**config.mk**
```make
export PLATFORM = sky130hd
export DESIGN_NAME = whack_top
export DESIGN_NICKNAME = d
export VERILOG_FILES = /design/src/rtl/wam_field_pkg.sv /design/src/rtl/wam_game_pkg.sv /design/src/rtl/mole_if.sv /design/src/rtl/game_fsm.sv /design/src/rtl/mole_spawner.sv /design/src/rtl/press_detect.sv /design/src/rtl/whack_top.sv
export VERILOG_INCLUDE_DIRS = /design/src /design/src/rtl
export SDC_FILE = /design/constraint.sdc
export NUM_CORES = 1
export LEC_CHECK = 0
export ABC_AREA = 1
export BUFFER_PORTS_ARGS = -buffer_cell sky130_fd_sc_hd__buf_2
export CAP_MARGIN = 0
export CORE_MARGIN = 3
export CORE_UTILIZATION = 60
export DETAILED_ROUTE_END_ITERATION = 8
export GPL_TIMING_DRIVEN = 0
export PLACE_DENSITY_LB_ADDON = 0.1
export SKIP_CTS_REPAIR_TIMING = 1
export SLEW_MARGIN = 40
export SYNTH_ARGS = -nofsm -noshare
export SYNTH_HDL_FRONTEND = slang
export SYNTH_SLANG_ARGS = --single-unit
export TNS_END_PERCENT = 10
```
**constraint.sdc**
```tcl
create_clock -name clk -period 7.2 [get_ports clk]
set_input_delay 0 -clock clk [delete_from_list [all_inputs] [get_ports clk]]
set_output_delay 0 -clock clk [all_outputs]
set_load 0.02 [all_outputs]
```
**src/rtl/wam_cfg.svh**
```systemverilog
`ifndef WAM_CFG_SVH
`define WAM_CFG_SVH

////////////////////////////////////////////////////////////////////////
// Field size and counter width
////////////////////////////////////////////////////////////////////////
`define WAM_HOLES       4         // Holes and buttons
`define WAM_DELAY_W     16        // Spawn, window and blink counters

////////////////////////////////////////////////////////////////////////
// Game timing in clock cycles
////////////////////////////////////////////////////////////////////////
`define WAM_SPAWN_MIN   8         // Shortest wait before a mole shows
`define WAM_SPAWN_SPAN  8         // Random spread on top of the minimum
`define WAM_WINDOW      40        // Hammer window at level 0
`define WAM_SPEEDUP     3         // Window cut per level
`define WAM_LEVEL_MAX   9         // Speed-up stops here
`define WAM_LEVEL_STEP  10        // Score points per level
`define WAM_LIVES       3         // Lives at game start
`define WAM_BLINK       16        // End screen half period
`define WAM_LFSR_SEED   16'hace1  // Must not be zero

`endif

```
**src/rtl/wam_field_pkg.sv**
```systemverilog
`include "wam_cfg.svh"

// Playing field types shared by spawner, game and top
package wam_field_pkg;

    // Hole number, enough bits for every hole
    typedef logic [$clog2(`WAM_HOLES)-1:0] hole_t;

    // One bit per hole, bit 0 is hole 0
    typedef logic [`WAM_HOLES-1:0] hole_mask_t;

    // Down-counter value for spawn delay, hammer window and blink
    typedef logic [`WAM_DELAY_W-1:0] delay_t;

endpackage

```
**src/rtl/wam_game_pkg.sv**
```systemverilog
// Game progress types

package wam_game_pkg;

    // Top level game sequence
    typedef enum logic [1:0] {
        IDLE = 2'd0,   // Waiting for any press
        PLAY = 2'd1,   // Moles popping up
        OVER = 2'd2    // End screen, blinking mole 0
    } game_state_e;

    // Hits so far, wraps past 127
    typedef logic [6:0] score_t;

    // Lives left, three at most
    typedef logic [1:0] lives_t;

endpackage

```
**src/rtl/mole_if.sv**
```systemverilog
// Mole request and answer between spawner and game controller
interface mole_if;
    import wam_field_pkg::*;

    logic  arm;    // Game asks for a new mole, one cycle
    logic  clear;  // Game forces spawner idle and dark
    logic  up;     // Mole is out
    hole_t hole;   // Which hole, valid with up

    // Spawner side
    modport spawner (
        input  arm,
        input  clear,
        output up,
        output hole
    );

    // Game controller side
    modport game (
        output arm,
        output clear,
        input  up,
        input  hole
    );

endinterface

```
**src/rtl/game_fsm.sv**
```systemverilog
`include "wam_cfg.svh"

// Game controller
// Runs idle, play and end screen, judges presses against the lit hole,
// keeps score and lives and drives the mole lights

module game_fsm (
    input  logic                      clk,
    input  logic                      reset,
    input  wam_field_pkg::hole_mask_t press,
    mole_if.game                      mif,
    output wam_field_pkg::hole_mask_t mole,
    output wam_game_pkg::score_t      score,
    output wam_game_pkg::lives_t      lives,
    output wam_game_pkg::game_state_e state
);
    import wam_field_pkg::*;
    import wam_game_pkg::*;

    score_t     level;       // Speed-up steps earned
    delay_t     window_len;  // Hammer window for the next mole
    delay_t     win_cnt;     // Cycles left for the lit mole, this one included
    delay_t     blink_cnt;   // End screen half period counter
    logic       blink_on;    // Mole 0 on the end screen
    hole_mask_t lit_mask;    // One-hot of the spawner's hole
    logic       lit;         // Mole shown and not yet judged
    logic       hit;
    logic       miss;

    ////////////////////////////////////////////////////////////////////////
    // Level and hammer window
    ////////////////////////////////////////////////////////////////////////
    always_comb begin
        // Score must be strictly past 10, 20, ... for each step
        if (score == '0) begin
            level = '0;
        end else begin
            level = (score - score_t'(1)) / score_t'(`WAM_LEVEL_STEP);
        end
        if (level > score_t'(`WAM_LEVEL_MAX)) begin
            level = score_t'(`WAM_LEVEL_MAX);  // Shortest window reached
        end
    end

    assign window_len = delay_t'(`WAM_WINDOW) - delay_t'(level) * delay_t'(`WAM_SPEEDUP);

    ////////////////////////////////////////////////////////////////////////
    // Judging
    ////////////////////////////////////////////////////////////////////////
    assign lit      = (state == PLAY) && mif.up && !mif.clear;
    assign lit_mask = hole_mask_t'(1) << mif.hole;

    // Only the lit button, nothing else in the same cycle
    assign hit  = lit && (press == lit_mask);
    // Any unlit button, or last cycle of the window gone by
    assign miss = lit && ((|(press & ~lit_mask)) || (win_cnt == delay_t'(1)));

    ////////////////////////////////////////////////////////////////////////
    // State, score, lives, mole hand-shake
    ////////////////////////////////////////////////////////////////////////
    always_ff @(posedge clk or posedge reset) begin
        if (reset) begin
            state     <= IDLE;
            score     <= '0;
            lives     <= lives_t'(`WAM_LIVES);
            mif.arm   <= 1'b0;
            mif.clear <= 1'b1;  // Spawner held dark
            win_cnt   <= '0;
            blink_cnt <= '0;
            blink_on  <= 1'b0;
        end else begin
            mif.arm <= 1'b0;  // Single cycle unless set below
            case (state)
                IDLE: begin
                    mif.clear <= 1'b1;
                    if (|press) begin  // Any button starts a game
                        state     <= PLAY;
                        score     <= '0;
                        lives     <= lives_t'(`WAM_LIVES);
                        mif.clear <= 1'b0;
                        mif.arm   <= 1'b1;  // First mole
                    end
                end

                PLAY: begin
                    if (mif.clear) begin
                        // Mole dismissed last cycle, request the next one
                        mif.clear <= 1'b0;
                        mif.arm   <= 1'b1;
                    end else if (hit) begin
                        score     <= score + 1'b1;
                        mif.clear <= 1'b1;
                    end else if (miss) begin
                        lives     <= lives - 1'b1;
                        mif.clear <= 1'b1;
                        if (lives == lives_t'(1)) begin
                            state     <= OVER;  // Last life gone
                            blink_cnt <= '0;
                            blink_on  <= 1'b0;
                        end
                    end
                    // Window reloads while dark, counts down while lit
                    if (lit) begin
                        win_cnt <= win_cnt - 1'b1;
                    end else begin
                        win_cnt <= window_len;
                    end
                end

                OVER: begin
                    mif.clear <= 1'b1;
                    if (blink_cnt == delay_t'(`WAM_BLINK - 1)) begin
                        blink_cnt <= '0;
                        blink_on  <= ~blink_on;
                    end else begin
                        blink_cnt <= blink_cnt + 1'b1;
                    end
                    if (press[0]) begin  // Only button 0 leaves the end screen
                        state <= IDLE;
                        lives <= lives_t'(`WAM_LIVES);
                    end
                end

                default: begin
                    state <= IDLE;
                end
            endcase
        end
    end

    ////////////////////////////////////////////////////////////////////////
    // Mole lights
    ////////////////////////////////////////////////////////////////////////
    always_comb begin
        mole = '0;
        if (state == OVER) begin
            mole[0] = blink_on;  // End screen blink
        end else if (lit) begin
            mole = lit_mask;
        end
    end

endmodule

```
**src/rtl/mole_spawner.sv**
```systemverilog
`include "wam_cfg.svh"

// Picks a pseudo-random hole and delay on each arm request
// One down-counter runs from arm to the moment the mole shows

module mole_spawner (
    input logic     clk,
    input logic     reset,
    mole_if.spawner mif
);
    import wam_field_pkg::*;

    logic [15:0] lfsr;         // Free running random source
    logic        lfsr_fb;      // Feedback bit
    delay_t      spawn_delay;  // Delay picked for the next mole
    delay_t      cnt;          // Cycles until the mole shows, zero when idle
    hole_t       hole_r;       // Hole latched at arm
    logic        up_r;         // Mole out

    ////////////////////////////////////////////////////////////////////////
    // Random source
    ////////////////////////////////////////////////////////////////////////
    // Taps 16, 14, 13, 11 give the maximal length sequence
    assign lfsr_fb = lfsr[15] ^ lfsr[13] ^ lfsr[12] ^ lfsr[10];

    always_ff @(posedge clk or posedge reset) begin
        if (reset) begin
            lfsr <= `WAM_LFSR_SEED;
        end else begin
            lfsr <= {lfsr[14:0], lfsr_fb};  // Steps every cycle, also between moles
        end
    end

    // Low bits give the spread, top bits give the hole
    assign spawn_delay = delay_t'(`WAM_SPAWN_MIN)
                       + delay_t'(lfsr % 16'(`WAM_SPAWN_SPAN));

    ////////////////////////////////////////////////////////////////////////
    // Spawn timer
    ////////////////////////////////////////////////////////////////////////
    always_ff @(posedge clk or posedge reset) begin
        if (reset) begin
            cnt  <= '0;
            up_r <= 1'b0;
        end else if (mif.clear) begin
            // Dismissed or game not running
            cnt  <= '0;
            up_r <= 1'b0;
        end else if (mif.arm && !up_r) begin
            // One less, up is registered one cycle after cnt hits 1
            cnt <= spawn_delay - 1'b1;
        end else if (cnt != '0) begin
            cnt <= cnt - 1'b1;
            if (cnt == delay_t'(1)) begin
                up_r <= 1'b1;  // Timer expired, mole shows
            end
        end
    end

    // Hole choice, only meaningful once up is high
    always_ff @(posedge clk) begin
        if (mif.arm && !up_r && !mif.clear) begin
            hole_r <= lfsr[15 -: $bits(hole_t)];
        end
    end

    assign mif.up   = up_r;
    assign mif.hole = hole_r;

endmodule

```
**src/rtl/press_detect.sv**
```systemverilog
// Rising edge detect on the four hole buttons
// Buttons are expected debounced and synchronous to clk

module press_detect (
    input  logic                      clk,
    input  logic                      reset,
    input  wam_field_pkg::hole_mask_t button,
    output wam_field_pkg::hole_mask_t press
);
    import wam_field_pkg::*;

    hole_mask_t button_prev;  // Button sample from the last cycle

    ////////////////////////////////////////////////////////////////////////
    // Previous sample
    ////////////////////////////////////////////////////////////////////////
    always_ff @(posedge clk or posedge reset) begin
        if (reset) begin
            // All ones so a button held through reset is no press
            button_prev <= '1;
        end else begin
            button_prev <= button;
        end
    end

    ////////////////////////////////////////////////////////////////////////
    // Press pulses
    ////////////////////////////////////////////////////////////////////////
    // High now and low a cycle ago, so one cycle per push
    assign press = button & ~button_prev;

endmodule

```
**src/rtl/whack_top.sv**
```systemverilog
// Whack-a-mole core top level
// Button edges feed the game controller, the spawner supplies the moles

module whack_top (
    input  logic                      clk,
    input  logic                      reset,
    input  wam_field_pkg::hole_mask_t button,  // Debounced, synchronous
    output wam_field_pkg::hole_mask_t mole,    // One lamp per hole
    output wam_game_pkg::score_t      score,
    output wam_game_pkg::lives_t      lives,
    output wam_game_pkg::game_state_e state
);
    import wam_field_pkg::*;

    hole_mask_t press;  // One-cycle press pulses

    mole_if mif ();     // Spawner to game hand-over

    ////////////////////////////////////////////////////////////////////////
    // Blocks
    ////////////////////////////////////////////////////////////////////////
    press_detect u_press_detect (
        .clk    (clk),
        .reset  (reset),
        .button (button),
        .press  (press)
    );

    mole_spawner u_mole_spawner (
        .clk   (clk),
        .reset (reset),
        .mif   (mif.spawner)
    );

    game_fsm u_game_fsm (
        .clk   (clk),
        .reset (reset),
        .press (press),
        .mif   (mif.game),
        .mole  (mole),
        .score (score),
        .lives (lives),
        .state (state)
    );

endmodule

```
==> flow_summary_export.csv, run 1 <==
group,metric,value,unit
status,status,"finished clean",
clock_network,cts_num_sinks,85,
worst_setup_path,setup.worst_path.start_class,"register",
die,die_w,95.9,µm
timing,drv_slew,0,
yosys,yosysTopAreaCell,"dfrtp_1",
worst_setup_path,cp_num_buf_inv,3,
worst_setup_path,critPathRequiredTime,7410,ps
global_route,grt_pass1_wl,16.8,mm
timing,period_needed,3710,ps
worst_setup_path,cpMostUsedCell,"nand2_1",
yosys,async_flop_share,0.976,
global_route,grt_pass1_vias,3856,
yosys,synthFlopType,"dfrtp_1",
timing,grt_setup_unrepaired,"no",
global_route,antenna_found_initial,0,
timing,relSlewSlack,0.596,
detailed_routing,ant_nets,0,
placement,gp_congestion,0.854,
power,vdd_drop_max,0.000281,V
yosys,synthCells,600,
placement,io_buffers,20,
cells_and_area,nets,665,
detailed_routing,top_layer,"met4",
timing,finalCritPeriodShare,0.515,
cells_and_area,area_growth,10.3,%
detailed_routing,dr_total_vias,4112,
yosys,yosysWarnings,0,
worst_setup_path,cp.arrival,3920,ps
power,p_per_area,485,nW/µm²
power,p_leak,0.00259,µW
worst_setup_path,crit_path_max_incr_delay,460,ps
yosys,yosys.cell_types.count,48,
yosys,seq_area_frac_synth,0.444,
clock_network,root_buffer,"clkbuf_8",
worst_setup_path,crit_path_max_fanout,7,
yosys,syn_area_per_cell,8.09,µm²
global_route,gr-total-overflow,0,
yosys,syn-num-nets,628,
worst_setup_path,path_class,"reg2reg",
detailed_routing,viasPerCell,5.53,
detailed_routing,wl_met3,383,µm
hold_path,hold_path_class,"in2async",
placement,dp_hpwl,7.24,mm
yosys,synth_most_common_cell,"inv_1",
timing,setup_violations,0,
cells_and_area,utilization,0.685,
clock_network,clk-insertion-delay-late,350,ps
detailed_routing,drt_iter0_markers,198,
die,start_util,0.621,
timing,hold_viol,0,
global_route,grt_use_total,0.230,
yosys,ys_top_cells_by_count,"inv_1, nand2_1, dfrtp_1, nor2_1, a21oi_1",
detailed_routing,firstDrtPassIters,5,
die,core-area,7810,µm²
worst_setup_path,crit_path_end_kind,"register",
clock_network,cts_tree,"built",
detailed_routing,wl_met1,4.60,mm
timing,fin_skew,13.6,ps
detailed_routing,wl_met2,4.71,mm
clock_network,path_clk_slew,90,ps
detailed_routing,drcViolationCount,0,
detailed_routing,wire_per_inst,13.2,µm
timing,clock.fmax,0.270,GHz
yosys,yosys-top-cells-area,"dfrtp_1, dfstp_2, inv_1",
yosys,netlist_area,4850,µm²
cells_and_area,diodes,0,
cells_and_area,fillers,648,
die,fp.dieH,95.9,µm
worst_setup_path,crit_chain,"inv_1 -> ha_1 -> nand4_1 -> nand2_1 -> o21ai_1 -> nand2_1 -> nand2_2 -> nand2_1 -> nand2_1 -> clkinv_1 -> nand2_2 -> nand2_2 -> nand2_1 -> ha_1 -> ha_1 -> nand3_1 -> nand2_1 -> inv_1 -> ha_1 -> o21ai_1 -> a22oi_1",
job,timing.max_cap.violations,0,
clock_network,cts_max_level,3,
cells_and_area,drive_gt1_frac,0.128,
clock_network,clock_path_buffers,2,
worst_setup_path,crit_family,"simple AND/OR/NAND/NOR gates",
timing,fin_setup_tns,0,ps
yosys,synth_edf_count,2,
die,ioPinCount,21,
timing,worst_pin_slew,599,ps
global_route,grt_max_degree,49,
die,rows,32,
clock_network,cts_made_buffers,9,
worst_setup_path,cp_slowest_cell,"o21ai_1",
yosys,synth-seq-cells,85,
detailed_routing,wl,9.83,mm
die,die_area,9200,µm²
yosys,post-synth-top-area-fraction,0.351,
[worst reg2reg max path: cells and delay by family, from the launching register on]
family                   cells  cell delay, ps
AO/OA/AOI/OAI                3             710
buffers and inverters        3             290
AND/OR/NAND/NOR             11            1160
adder cells (fa/ha/maj)      4             990
flip-flops                   1             430
[through the flow]
stage / total power [µW] / hold slack (ps) / setup slack, ps / cells / area, µm²
2_1_floorplan: 1940 / 4.48 / 3970 / 600 / 4850
6_report: 2590 / 201 / 3490 / 744 / 5350
3_5_place_dp: 2260 / 18.4 / 3530 / 723 / 5110
5_1_grt: 2860 / 226 / 3080 / 744 / 5350
3_3_place_gp: 2190 / 117 / 3590 / 722 / 5080
4_1_cts: 2590 / -375 / 3500 / 739 / 5300
[area by class of cell]
type | instances | area [µm²] | area share
Clock buffer | 9 | 124 | 0.0232
Clock inverter | 7 | 63.8 | 0.0119
Timing Repair Buffer | 26 | 178 | 0.0332
Sequential cell | 85 | 2160 | 0.403
Tap cell | 102 | 128 | 0.0239
Buffer | 9 | 46.3 | 0.00865
Inverter | 103 | 392 | 0.0732
Multi-Input combinational cell | 403 | 2260 | 0.423
[per-layer routing]
layer,GRT usage,vias to the layer above
li1,-,2065
met1,0.318,1953
met2,0.367,84
met3,0.0313,10
met4,0.0877,0
met5,0,-
[path summary, 6_finish.rpt]
| path | depth (start not counted) | slack (ps) | to | from |
|---|---|---|---|---|
| setup / recovery | 21 | 3490 | u_game_fsm.win_cnt[15]$_DFFE_PP0P_ | u_game_fsm.score[0]$_DFFE_PP0P_ |
| hold / removal | 3 | 200 | u_game_fsm.blink_cnt[7]$_DFFE_PP0P_ | reset |
| setup reg to reg | 21 | 3490 | u_game_fsm.win_cnt[15]$_DFFE_PP0P_ | u_game_fsm.score[0]$_DFFE_PP0P_ |
| hold reg to reg | 0 | 360 | u_mole_spawner.lfsr[7]$_DFF_PP1_ | u_mole_spawner.lfsr[6]$_DFF_PP1_ |
| max in group asynchronous | 4 | 6390 | u_game_fsm.lives[1]$_DFFE_PP1P_ | reset |
| min in group clk | 2 | 300 | u_press_detect.button_prev[0]$_DFF_PP1_ | button[0] |
[flip-flops by register name, summed over array words and instances (netlist names), 2 cells and up]
register and count:
u_mole_spawner.mif.hole 2, u_game_fsm.lives 2, u_game_fsm.win_cnt 16, u_press_detect.button_prev 4, u_mole_spawner.cnt 16, u_mole_spawner.lfsr 16, u_game_fsm.blink_cnt 16, u_game_fsm.state 2
u_game_fsm.score 7
[cells in the final DEF (no fill, tap or decap), types with 3 or more instances in the layout]
cell type | Yosys | routed
nor2_1 | 68 | 68
o21ai_0 | 27 | 27
nand2_1 | 91 | 91
buf_2 | 1 | 21
inv_1 | 98 | 97
inv_6 | 0 | 4
ha_1 | 22 | 22
nor4_1 | 11 | 11
clkbuf_1 | 6 | 6
o22ai_1 | 5 | 5
dfstp_2 | 15 | 15
a22oi_1 | 10 | 10
clkbuf_8 | 0 | 9
a221oi_1 | 3 | 3
nand3_1 | 34 | 34
xor2_1 | 10 | 10
xnor2_1 | 7 | 7
a21oi_1 | 37 | 37
dfrtp_1 | 68 | 68
dlygate4sd3_1 | 0 | 5
nand4_1 | 12 | 12
nor3_1 | 17 | 17
inv_2 | 4 | 4
nand2_2 | 9 | 9
o21ai_1 | 4 | 4
a31oi_1 | 4 | 4
a211oi_1 | 4 | 4
nor3b_1 | 3 | 3
[where the power goes]
group	total [µW]	switching (µW)	internal [µW]
registers	688	89.7	599
logic	1580	1010	571
clock network	322	188	134
total	2590	1290	1300
[kinds of logic (layout without fill, tap and decap cells)]
family / Yosys count / count (layout) / share of synthesized area
AO/OA/AOI/OAI: 107 / 107 / 0.131
XOR/XNOR: 17 / 17 / 0.0307
adder cells (fa/ha/maj): 22 / 22 / 0.0567
buffers and inverters: 112 / 154 / 0.0892
flip-flops: 85 / 85 / 0.444
AND/OR/NAND/NOR: 257 / 257 / 0.248
Power figures use the tool's default switching activity.
==> run 2: changes to the inputs <==
--- a/config.mk
+++ b/config.mk
@@ -6,7 +6,7 @@
 export SDC_FILE = /design/constraint.sdc
 export NUM_CORES = 1
 export LEC_CHECK = 0
-export ABC_AREA = 1
+export ABC_AREA = 0
 export BUFFER_PORTS_ARGS = -buffer_cell sky130_fd_sc_hd__buf_2
 export CAP_MARGIN = 0
 export CORE_MARGIN = 3
==> constraint.sdc (replaced) <==
create_clock -name clk -period 3.6 [get_ports clk]
set_input_delay 0 -clock clk [delete_from_list [all_inputs] [get_ports clk]]
set_output_delay 0 -clock clk [all_outputs]
set_load 0.02 [all_outputs]
==> run 2 against run 1 <==
Compared with the run above:
- the run now ends with setup timing left
- fmax decreased by 1.3%
- clock power increased by 89%
- critical endpoint is now u_game_fsm.win_cnt[4]$_DFFE_PP0P_
- flip-flop and latch count unchanged
- clock skew increased by 1.7 ps
- largest cell class unchanged
- global-route usage increased by 1.5 points
- via count increased by 10%
- final cell count decreased by 0.54%
- total power increased by 110%
- register-to-register slack got worse by 3600 ps
==> flow_summary_export.csv, run 2 <==
group,metric,value,unit
detailed_routing,top_layer,"met4",
cells_and_area,drive_gt1_frac,0.198,
detailed_routing,firstDrtPassIters,5,
timing,finalCritPeriodShare,1.04,
yosys,yosysWarnings,0,
global_route,grt_use_total,0.245,
power,p_int,2820,µW
placement,dp_hpwl,8.49,mm
detailed_routing,wire_per_inst,16.5,µm
yosys,synthCells,575,
die,start_util,0.622,
timing,grt_setup_unrepaired,"yes",
timing,drv_slew,0,
yosys,yosys-top-cells-area,"dfrtp_1, dfstp_2, nor2_1",
power,p_per_area,906,nW/µm²
worst_setup_path,cpMostUsedCell,"a21oi_2",
timing,setup_slack,-159,ps
clock_network,cts_tree,"built",
yosys,syn_area_per_cell,8.98,µm²
yosys,netlist_area,5160,µm²
hold_path,hold_path_class,"in2async",
placement,gp_congestion,0.867,
cells_and_area,diodes,0,
placement,io_buffers,20,
die,die_w,98.7,µm
power,pwr-share-seq,0.262,
yosys,async_flop_share,0.976,
global_route,gr-total-overflow,0,
yosys,seq_area_frac_synth,0.418,
worst_setup_path,critPathRequiredTime,3840,ps
clock_network,cts_num_sinks,85,
clock_network,cts_made_buffers,9,
clock_network,cts_max_level,3,
power,power_frac_clock,0.114,
worst_setup_path,crit_chain,"buf_6 -> inv_2 -> ha_4 -> buf_6 -> o21bai_1 -> a21oi_2 -> a21oi_1 -> xnor2_1 -> o221ai_2 -> o211ai_1 -> a21oi_2 -> nand2b_4 -> ha_4 -> nand2_1 -> or3_1 -> a21oi_2 -> mux2i_1 -> nand2_1",
yosys,ys_top_cells_by_count,"nor2_1, dfrtp_1, nand2_1",
detailed_routing,wl_met2,6.11,mm
die,core-area,8300,µm²
detailed_routing,wl_met3,503,µm
cells_and_area,fillers,685,
detailed_routing,wl_met1,5.25,mm
yosys,syn-num-nets,603,
global_route,grt_pass1_wl,19.6,mm
yosys,yosys.cell_types.count,70,
clock_network,clk-insertion-delay-late,360,ps
global_route,antenna_found_initial,0,
worst_setup_path,path_class,"reg2reg",
detailed_routing,drcViolationCount,0,
worst_setup_path,crit_path_end_kind,"register",
power,power,5360,µW
placement,place_inst,701,
timing,period_needed,3760,ps
die,die_area,9750,µm²
worst_setup_path,crit_path_max_fanout,10,
yosys,synthFlopType,"dfrtp_1",
cells_and_area,layoutNonFillerInstCount,740,
status,status,"complete, but fails checks",
power,p_switching,2530,µW
detailed_routing,dr_total_vias,4526,
detailed_routing,wl,12.2,mm
placement,placed_area,5440,µm²
cells_and_area,multiInputGateArea,2900,µm²
cells_and_area,area_growth,14.5,%
yosys,synth-seq-cells,85,
worst_setup_path,cp_num_buf_inv,3,
timing,whs,195,ps
cells_and_area,layout_commonest_cell,"nor2_1",
worst_setup_path,crit_family,"compound AO/OA/AOI/OAI gates",
job,timing.max_cap.violations,0,
cells_and_area,stdcell_area,5910,µm²
timing,setup_violations,1,
yosys,synth_most_common_cell,"nor2_1",
detailed_routing,drt_iter0_markers,268,
yosys,post-synth-top-area-fraction,0.330,
timing,worst_pin_slew,651,ps
cells_and_area,utilization,0.712,
power,vdd_drop_max,0.000445,V
global_route,grt_pass1_vias,4268,
timing,relSlewSlack,0.562,
worst_setup_path,setup.worst_path.start_class,"register",
power,switching_share,0.473,
status,violations,"setup timing",
die,ioPinCount,21,
worst_setup_path,cp_slowest_cell,"o211ai_1",
yosys,yosysTopAreaCell,"dfrtp_1",
timing,clock.fmax,0.266,GHz
cells_and_area,final_cell_mix,"nor2_1, dfrtp_1, nand2_1",
cells_and_area,nets,658,
clock_network,path_clk_slew,90,ps
detailed_routing,viasPerCell,6.12,
clock_network,clock_path_buffers,2,
worst_setup_path,crit_path_max_incr_delay,490,ps
yosys,synth_edf_count,2,
cells_and_area,regArea,2160,µm²
die,rows,33,
timing,hold_viol,0,
power,p_leak,0.00248,µW
timing,fin_skew,15.3,ps
global_route,grt_max_degree,44,
die,fp.dieH,98.7,µm
detailed_routing,ant_nets,0,
clock_network,root_buffer,"clkbuf_8",
power,combPwrFrac,0.624,
worst_setup_path,cp.arrival,4000,ps
-- run 2: changes by cell type after synthesis, sizes merged, moves of 11 or more --
cell,before,now
inv,102,28
nor3,19,34
or3,0,11
xnor2,7,21
nand3,36,19
nor2,71,82
nand2b,0,15
nand2,100,47
-- run 2: stage by stage --
step / TNS (ps) / setup slack [ps]
floorplan: 0 / 29.3
global placement: -3210 / -390
detailed placement: -3940 / -477
CTS: -4030 / -494
global route: -1190 / -322
finish: -159 / -159
-- run 2: worst reg2reg max path: stages, from the launching register on --
cell and delay, ps:
dfrtp_2 410, buf_6 150, inv_2 50, ha_4 160
buf_6 120, o21bai_1 180, a21oi_2 210, a21oi_1 110
xnor2_1 220, o221ai_2 200, o211ai_1 490, a21oi_2 140
nand2b_4 180, ha_4 280, nand2_1 40, or3_1 320
a21oi_2 130, mux2i_1 190, nand2_1 70
-- run 2: cells by family (layout without fill, tap and decap cells) --
| family | after synthesis | in the layout | synth area share |
|---|---|---|---|
| AND/OR/NAND/NOR | 261 | 261 | 0.267 |
| adder cells (fa/ha/maj) | 22 | 22 | 0.0533 |
| multiplexers | 8 | 8 | 0.0160 |
| buffers and inverters | 53 | 113 | 0.0415 |
| AO/OA/AOI/OAI | 120 | 120 | 0.161 |
| flip-flops | 85 | 85 | 0.418 |
| XOR/XNOR | 26 | 26 | 0.0441 |
-- run 2: final timing paths --
kind | start | endpoint | slack [ps] | cells past startpoint
worst max-delay path | u_game_fsm.score[1]$_DFFE_PP0P_ | u_game_fsm.win_cnt[4]$_DFFE_PP0P_ | -160 | 18
worst min-delay path | reset | u_game_fsm.blink_cnt[9]$_DFFE_PP0P_ | 200 | 3
worst max register to register | u_game_fsm.score[1]$_DFFE_PP0P_ | u_game_fsm.win_cnt[4]$_DFFE_PP0P_ | -160 | 18
worst min register to register | u_mole_spawner.lfsr[9]$_DFF_PP0_ | u_mole_spawner.lfsr[10]$_DFF_PP1_ | 360 | 0
max in group asynchronous | reset | u_mole_spawner.lfsr[15]$_DFF_PP1_ | 2800 | 4
min in group clk | button[2] | u_press_detect.button_prev[2]$_DFF_PP1_ | 270 | 2
-- run 2: power by group through the flow --
| stage | Combinational [µW] | Clock [µW] | Sequential, µW |
|---|---|---|---|
| floorplan | 2280 | 0 | 1420 |
| global placement | 2830 | 0 | 1400 |
| detailed placement | 2910 | 0 | 1420 |
| CTS | 2920 | 627 | 1400 |
| global route | 3720 | 663 | 1440 |
| finish | 3350 | 609 | 1400 |
-- run 2: final cells by class --
| type | count | share of cell area |
|---|---|---|
| timing repair buffer | 44 | 0.0523 |
| multi-input combinational | 437 | 0.490 |
| tap | 105 | 0.0222 |
| inverter | 28 | 0.0190 |
| clock buffer | 9 | 0.0210 |
| clock inverter | 7 | 0.00847 |
| buffer | 25 | 0.0216 |
| sequential | 85 | 0.365 |
-- run 2: layer usage --
metal  GRT usage  vias up
li1            -     2163
met1       0.324     2208
met2       0.404      119
met3      0.0410       36
met4      0.0924        0
met5           0        -
==> run 3: changes to the inputs <==
--- a/config.mk
+++ b/config.mk
@@ -14,6 +14,7 @@
 export DETAILED_ROUTE_END_ITERATION = 8
 export GPL_TIMING_DRIVEN = 0
 export PLACE_DENSITY_LB_ADDON = 0.1
+export REMOVE_ABC_BUFFERS = 1
 export SKIP_CTS_REPAIR_TIMING = 1
 export SLEW_MARGIN = 40
 export SYNTH_ARGS = -nofsm -noshare
==> run 3 against run 2 <==
Compared with the run above:
- the flow still finishes with violations (setup timing)
- clock skew shrank 3.0 ps
- wire length shrank 7.3%
- combinational power is essentially flat
- highest routed layer unchanged
- cell area shrank 0.25%
- register-to-register slack gained 140 ps
- worst hold slack lost 17 ps
- global-route usage shrank 1.6 points
- flip-flop and latch count is the same
- non-clock buffer count shrank 23
==> flow_summary_export.csv, run 3 (synthesized netlist as in run 2, its figures left out) <==
group,metric,value,unit
timing,setup_violations,1,
detailed_routing,drcViolationCount,0,
die,fp.dieH,98.7,µm
power,vdd_drop_max,0.000636,V
power,p_int,2980,µW
status,violations,"setup timing",
worst_setup_path,rr_worst_depth,14,
power,switching_share,0.463,
global_route,antenna_found_initial,0,
power,combPwrFrac,0.606,
timing,fin_skew,12.4,ps
cells_and_area,multiInputGateArea,2940,µm²
die,die_area,9750,µm²
worst_setup_path,critPathRequiredTime,3850,ps
global_route,gr-total-overflow,0,
global_route,grt_max_degree,45,
clock_network,cts_made_buffers,9,
clock_network,cts_num_sinks,85,
power,pwr-share-seq,0.272,
power,p_switching,2570,µW
cells_and_area,regArea,2160,µm²
timing,finalCritPeriodShare,1.01,
cells_and_area,layout_commonest_cell,"nor2_1",
status,status,"complete, but fails checks",
cells_and_area,nets,635,
global_route,grt_use_total,0.228,
detailed_routing,viasPerCell,6.13,
die,die_w,98.7,µm
detailed_routing,wl,11.3,mm
detailed_routing,wire_per_inst,15.8,µm
global_route,grt_pass1_wl,18.5,mm
clock_network,root_buffer,"clkbuf_8",
placement,io_buffers,20,
detailed_routing,drt_iter0_markers,156,
clock_network,clock_path_buffers,2,
power,p_leak,0.00245,µW
hold_path,hold_path_class,"in2async",
die,start_util,0.622,
detailed_routing,dr_total_vias,4392,
clock_network,path_clk_slew,90,ps
die,core-area,8300,µm²
worst_setup_path,setup.worst_path.start_class,"register",
placement,gp_congestion,0.887,
cells_and_area,layoutNonFillerInstCount,717,
timing,hold_viol,0,
cells_and_area,drive_gt1_frac,0.216,
cells_and_area,diodes,0,
timing,relSlewSlack,0.556,
timing,drv_slew,0,
cells_and_area,final_cell_mix,"nor2_1, dfrtp_1, nand2_1",
worst_setup_path,crit_path_max_fanout,8,
timing,setup_slack,-18.2,ps
power,power,5550,µW
worst_setup_path,crit_path_end_kind,"register",
clock_network,cts_max_level,3,
die,ioPinCount,21,
job,timing.max_cap.violations,0,
power,power_frac_clock,0.122,
detailed_routing,ant_nets,0,
timing,grt_setup_unrepaired,"yes",
power,p_per_area,940,nW/µm²
timing,clock.fmax,0.276,GHz
cells_and_area,fillers,615,
placement,dp_hpwl,7.37,mm
timing,period_needed,3620,ps
cells_and_area,area_growth,14.3,%
timing,worst_pin_slew,660,ps
detailed_routing,firstDrtPassIters,4,
global_route,grt_pass1_vias,3932,
placement,place_inst,676,
die,rows,33,
worst_setup_path,path_class,"reg2reg",
clock_network,clk-insertion-delay-late,360,ps
clock_network,cts_tree,"built",
worst_setup_path,cp.arrival,3870,ps
run 3: final cells by class:
cell class                      instances  area share
Clock buffer                           10      0.0252
Clock inverter                          6     0.00912
Inverter                               28      0.0187
Multi-Input combinational cell        437       0.499
Sequential cell                        85       0.367
Tap cell                              105      0.0223
Timing Repair Buffer                   46      0.0590
run 3: stage by stage:
step	hold slack [ps]	utilization	cell area [µm²]	setup TNS, ps	setup slack, ps
after floorplan	4.48	-	5050	-121	-121
after global placement	114	0.637	5280	-4600	-541
after detailed placement	23.0	0.641	5320	-5720	-635
after CTS	-376	0.666	5520	-5920	-652
after global routing	202	0.711	5900	-209	-209
final	178	0.711	5900	-18.2	-18.2
run 3: final timing paths:
path,to,startpoint,slack [ps]
min in group clk,u_press_detect.button_prev[0]$_DFF_PP1_,button[0],300
worst max-delay path,u_game_fsm.win_cnt[4]$_DFFE_PP0P_,u_game_fsm.score[1]$_DFFE_PP0P_,-20
worst max register to register,u_game_fsm.win_cnt[4]$_DFFE_PP0P_,u_game_fsm.score[1]$_DFFE_PP0P_,-20
worst min register to register,u_mole_spawner.lfsr[6]$_DFF_PP1_,u_mole_spawner.lfsr[5]$_DFF_PP1_,360
max in group asynchronous,u_press_detect.button_prev[0]$_DFF_PP1_,reset,2830
worst min-delay path,u_mole_spawner.cnt[11]$_DFFE_PP0P_,reset,180
run 3: layer usage:
metal  GRT usage  part of all wire  vias up  wire (µm)
met5           0                 0        -          0
met4      0.0945             0.027        0        301
met3      0.0290             0.031       28        356
met2       0.358              0.48       97       5430
met1       0.323              0.46     2143       5240
li1            -                 -     2124          -
run 3: worst max-delay path, stage by stage, from the launching register on:
cell and delay [ps]:
dfrtp_2 450, buf_8 140, or4_4 590, a2111oi_4 350, buf_4 220, nor3_1 70, a22oi_2 370, a21oi_2 120
nand2b_4 180, ha_4 270, nand2_2 40, or3_1 320, a21oi_2 130, mux2i_1 210, nand2_1 70
run 3: power by group through the flow:
stage	combinational (µW)	clock (µW)	sequential, µW
CTS	2690	696	1500
finish	3360	677	1510
global route	3720	734	1550
global placement	2580	0	1500
floorplan	2110	0	1490
detailed placement	2690	0	1510
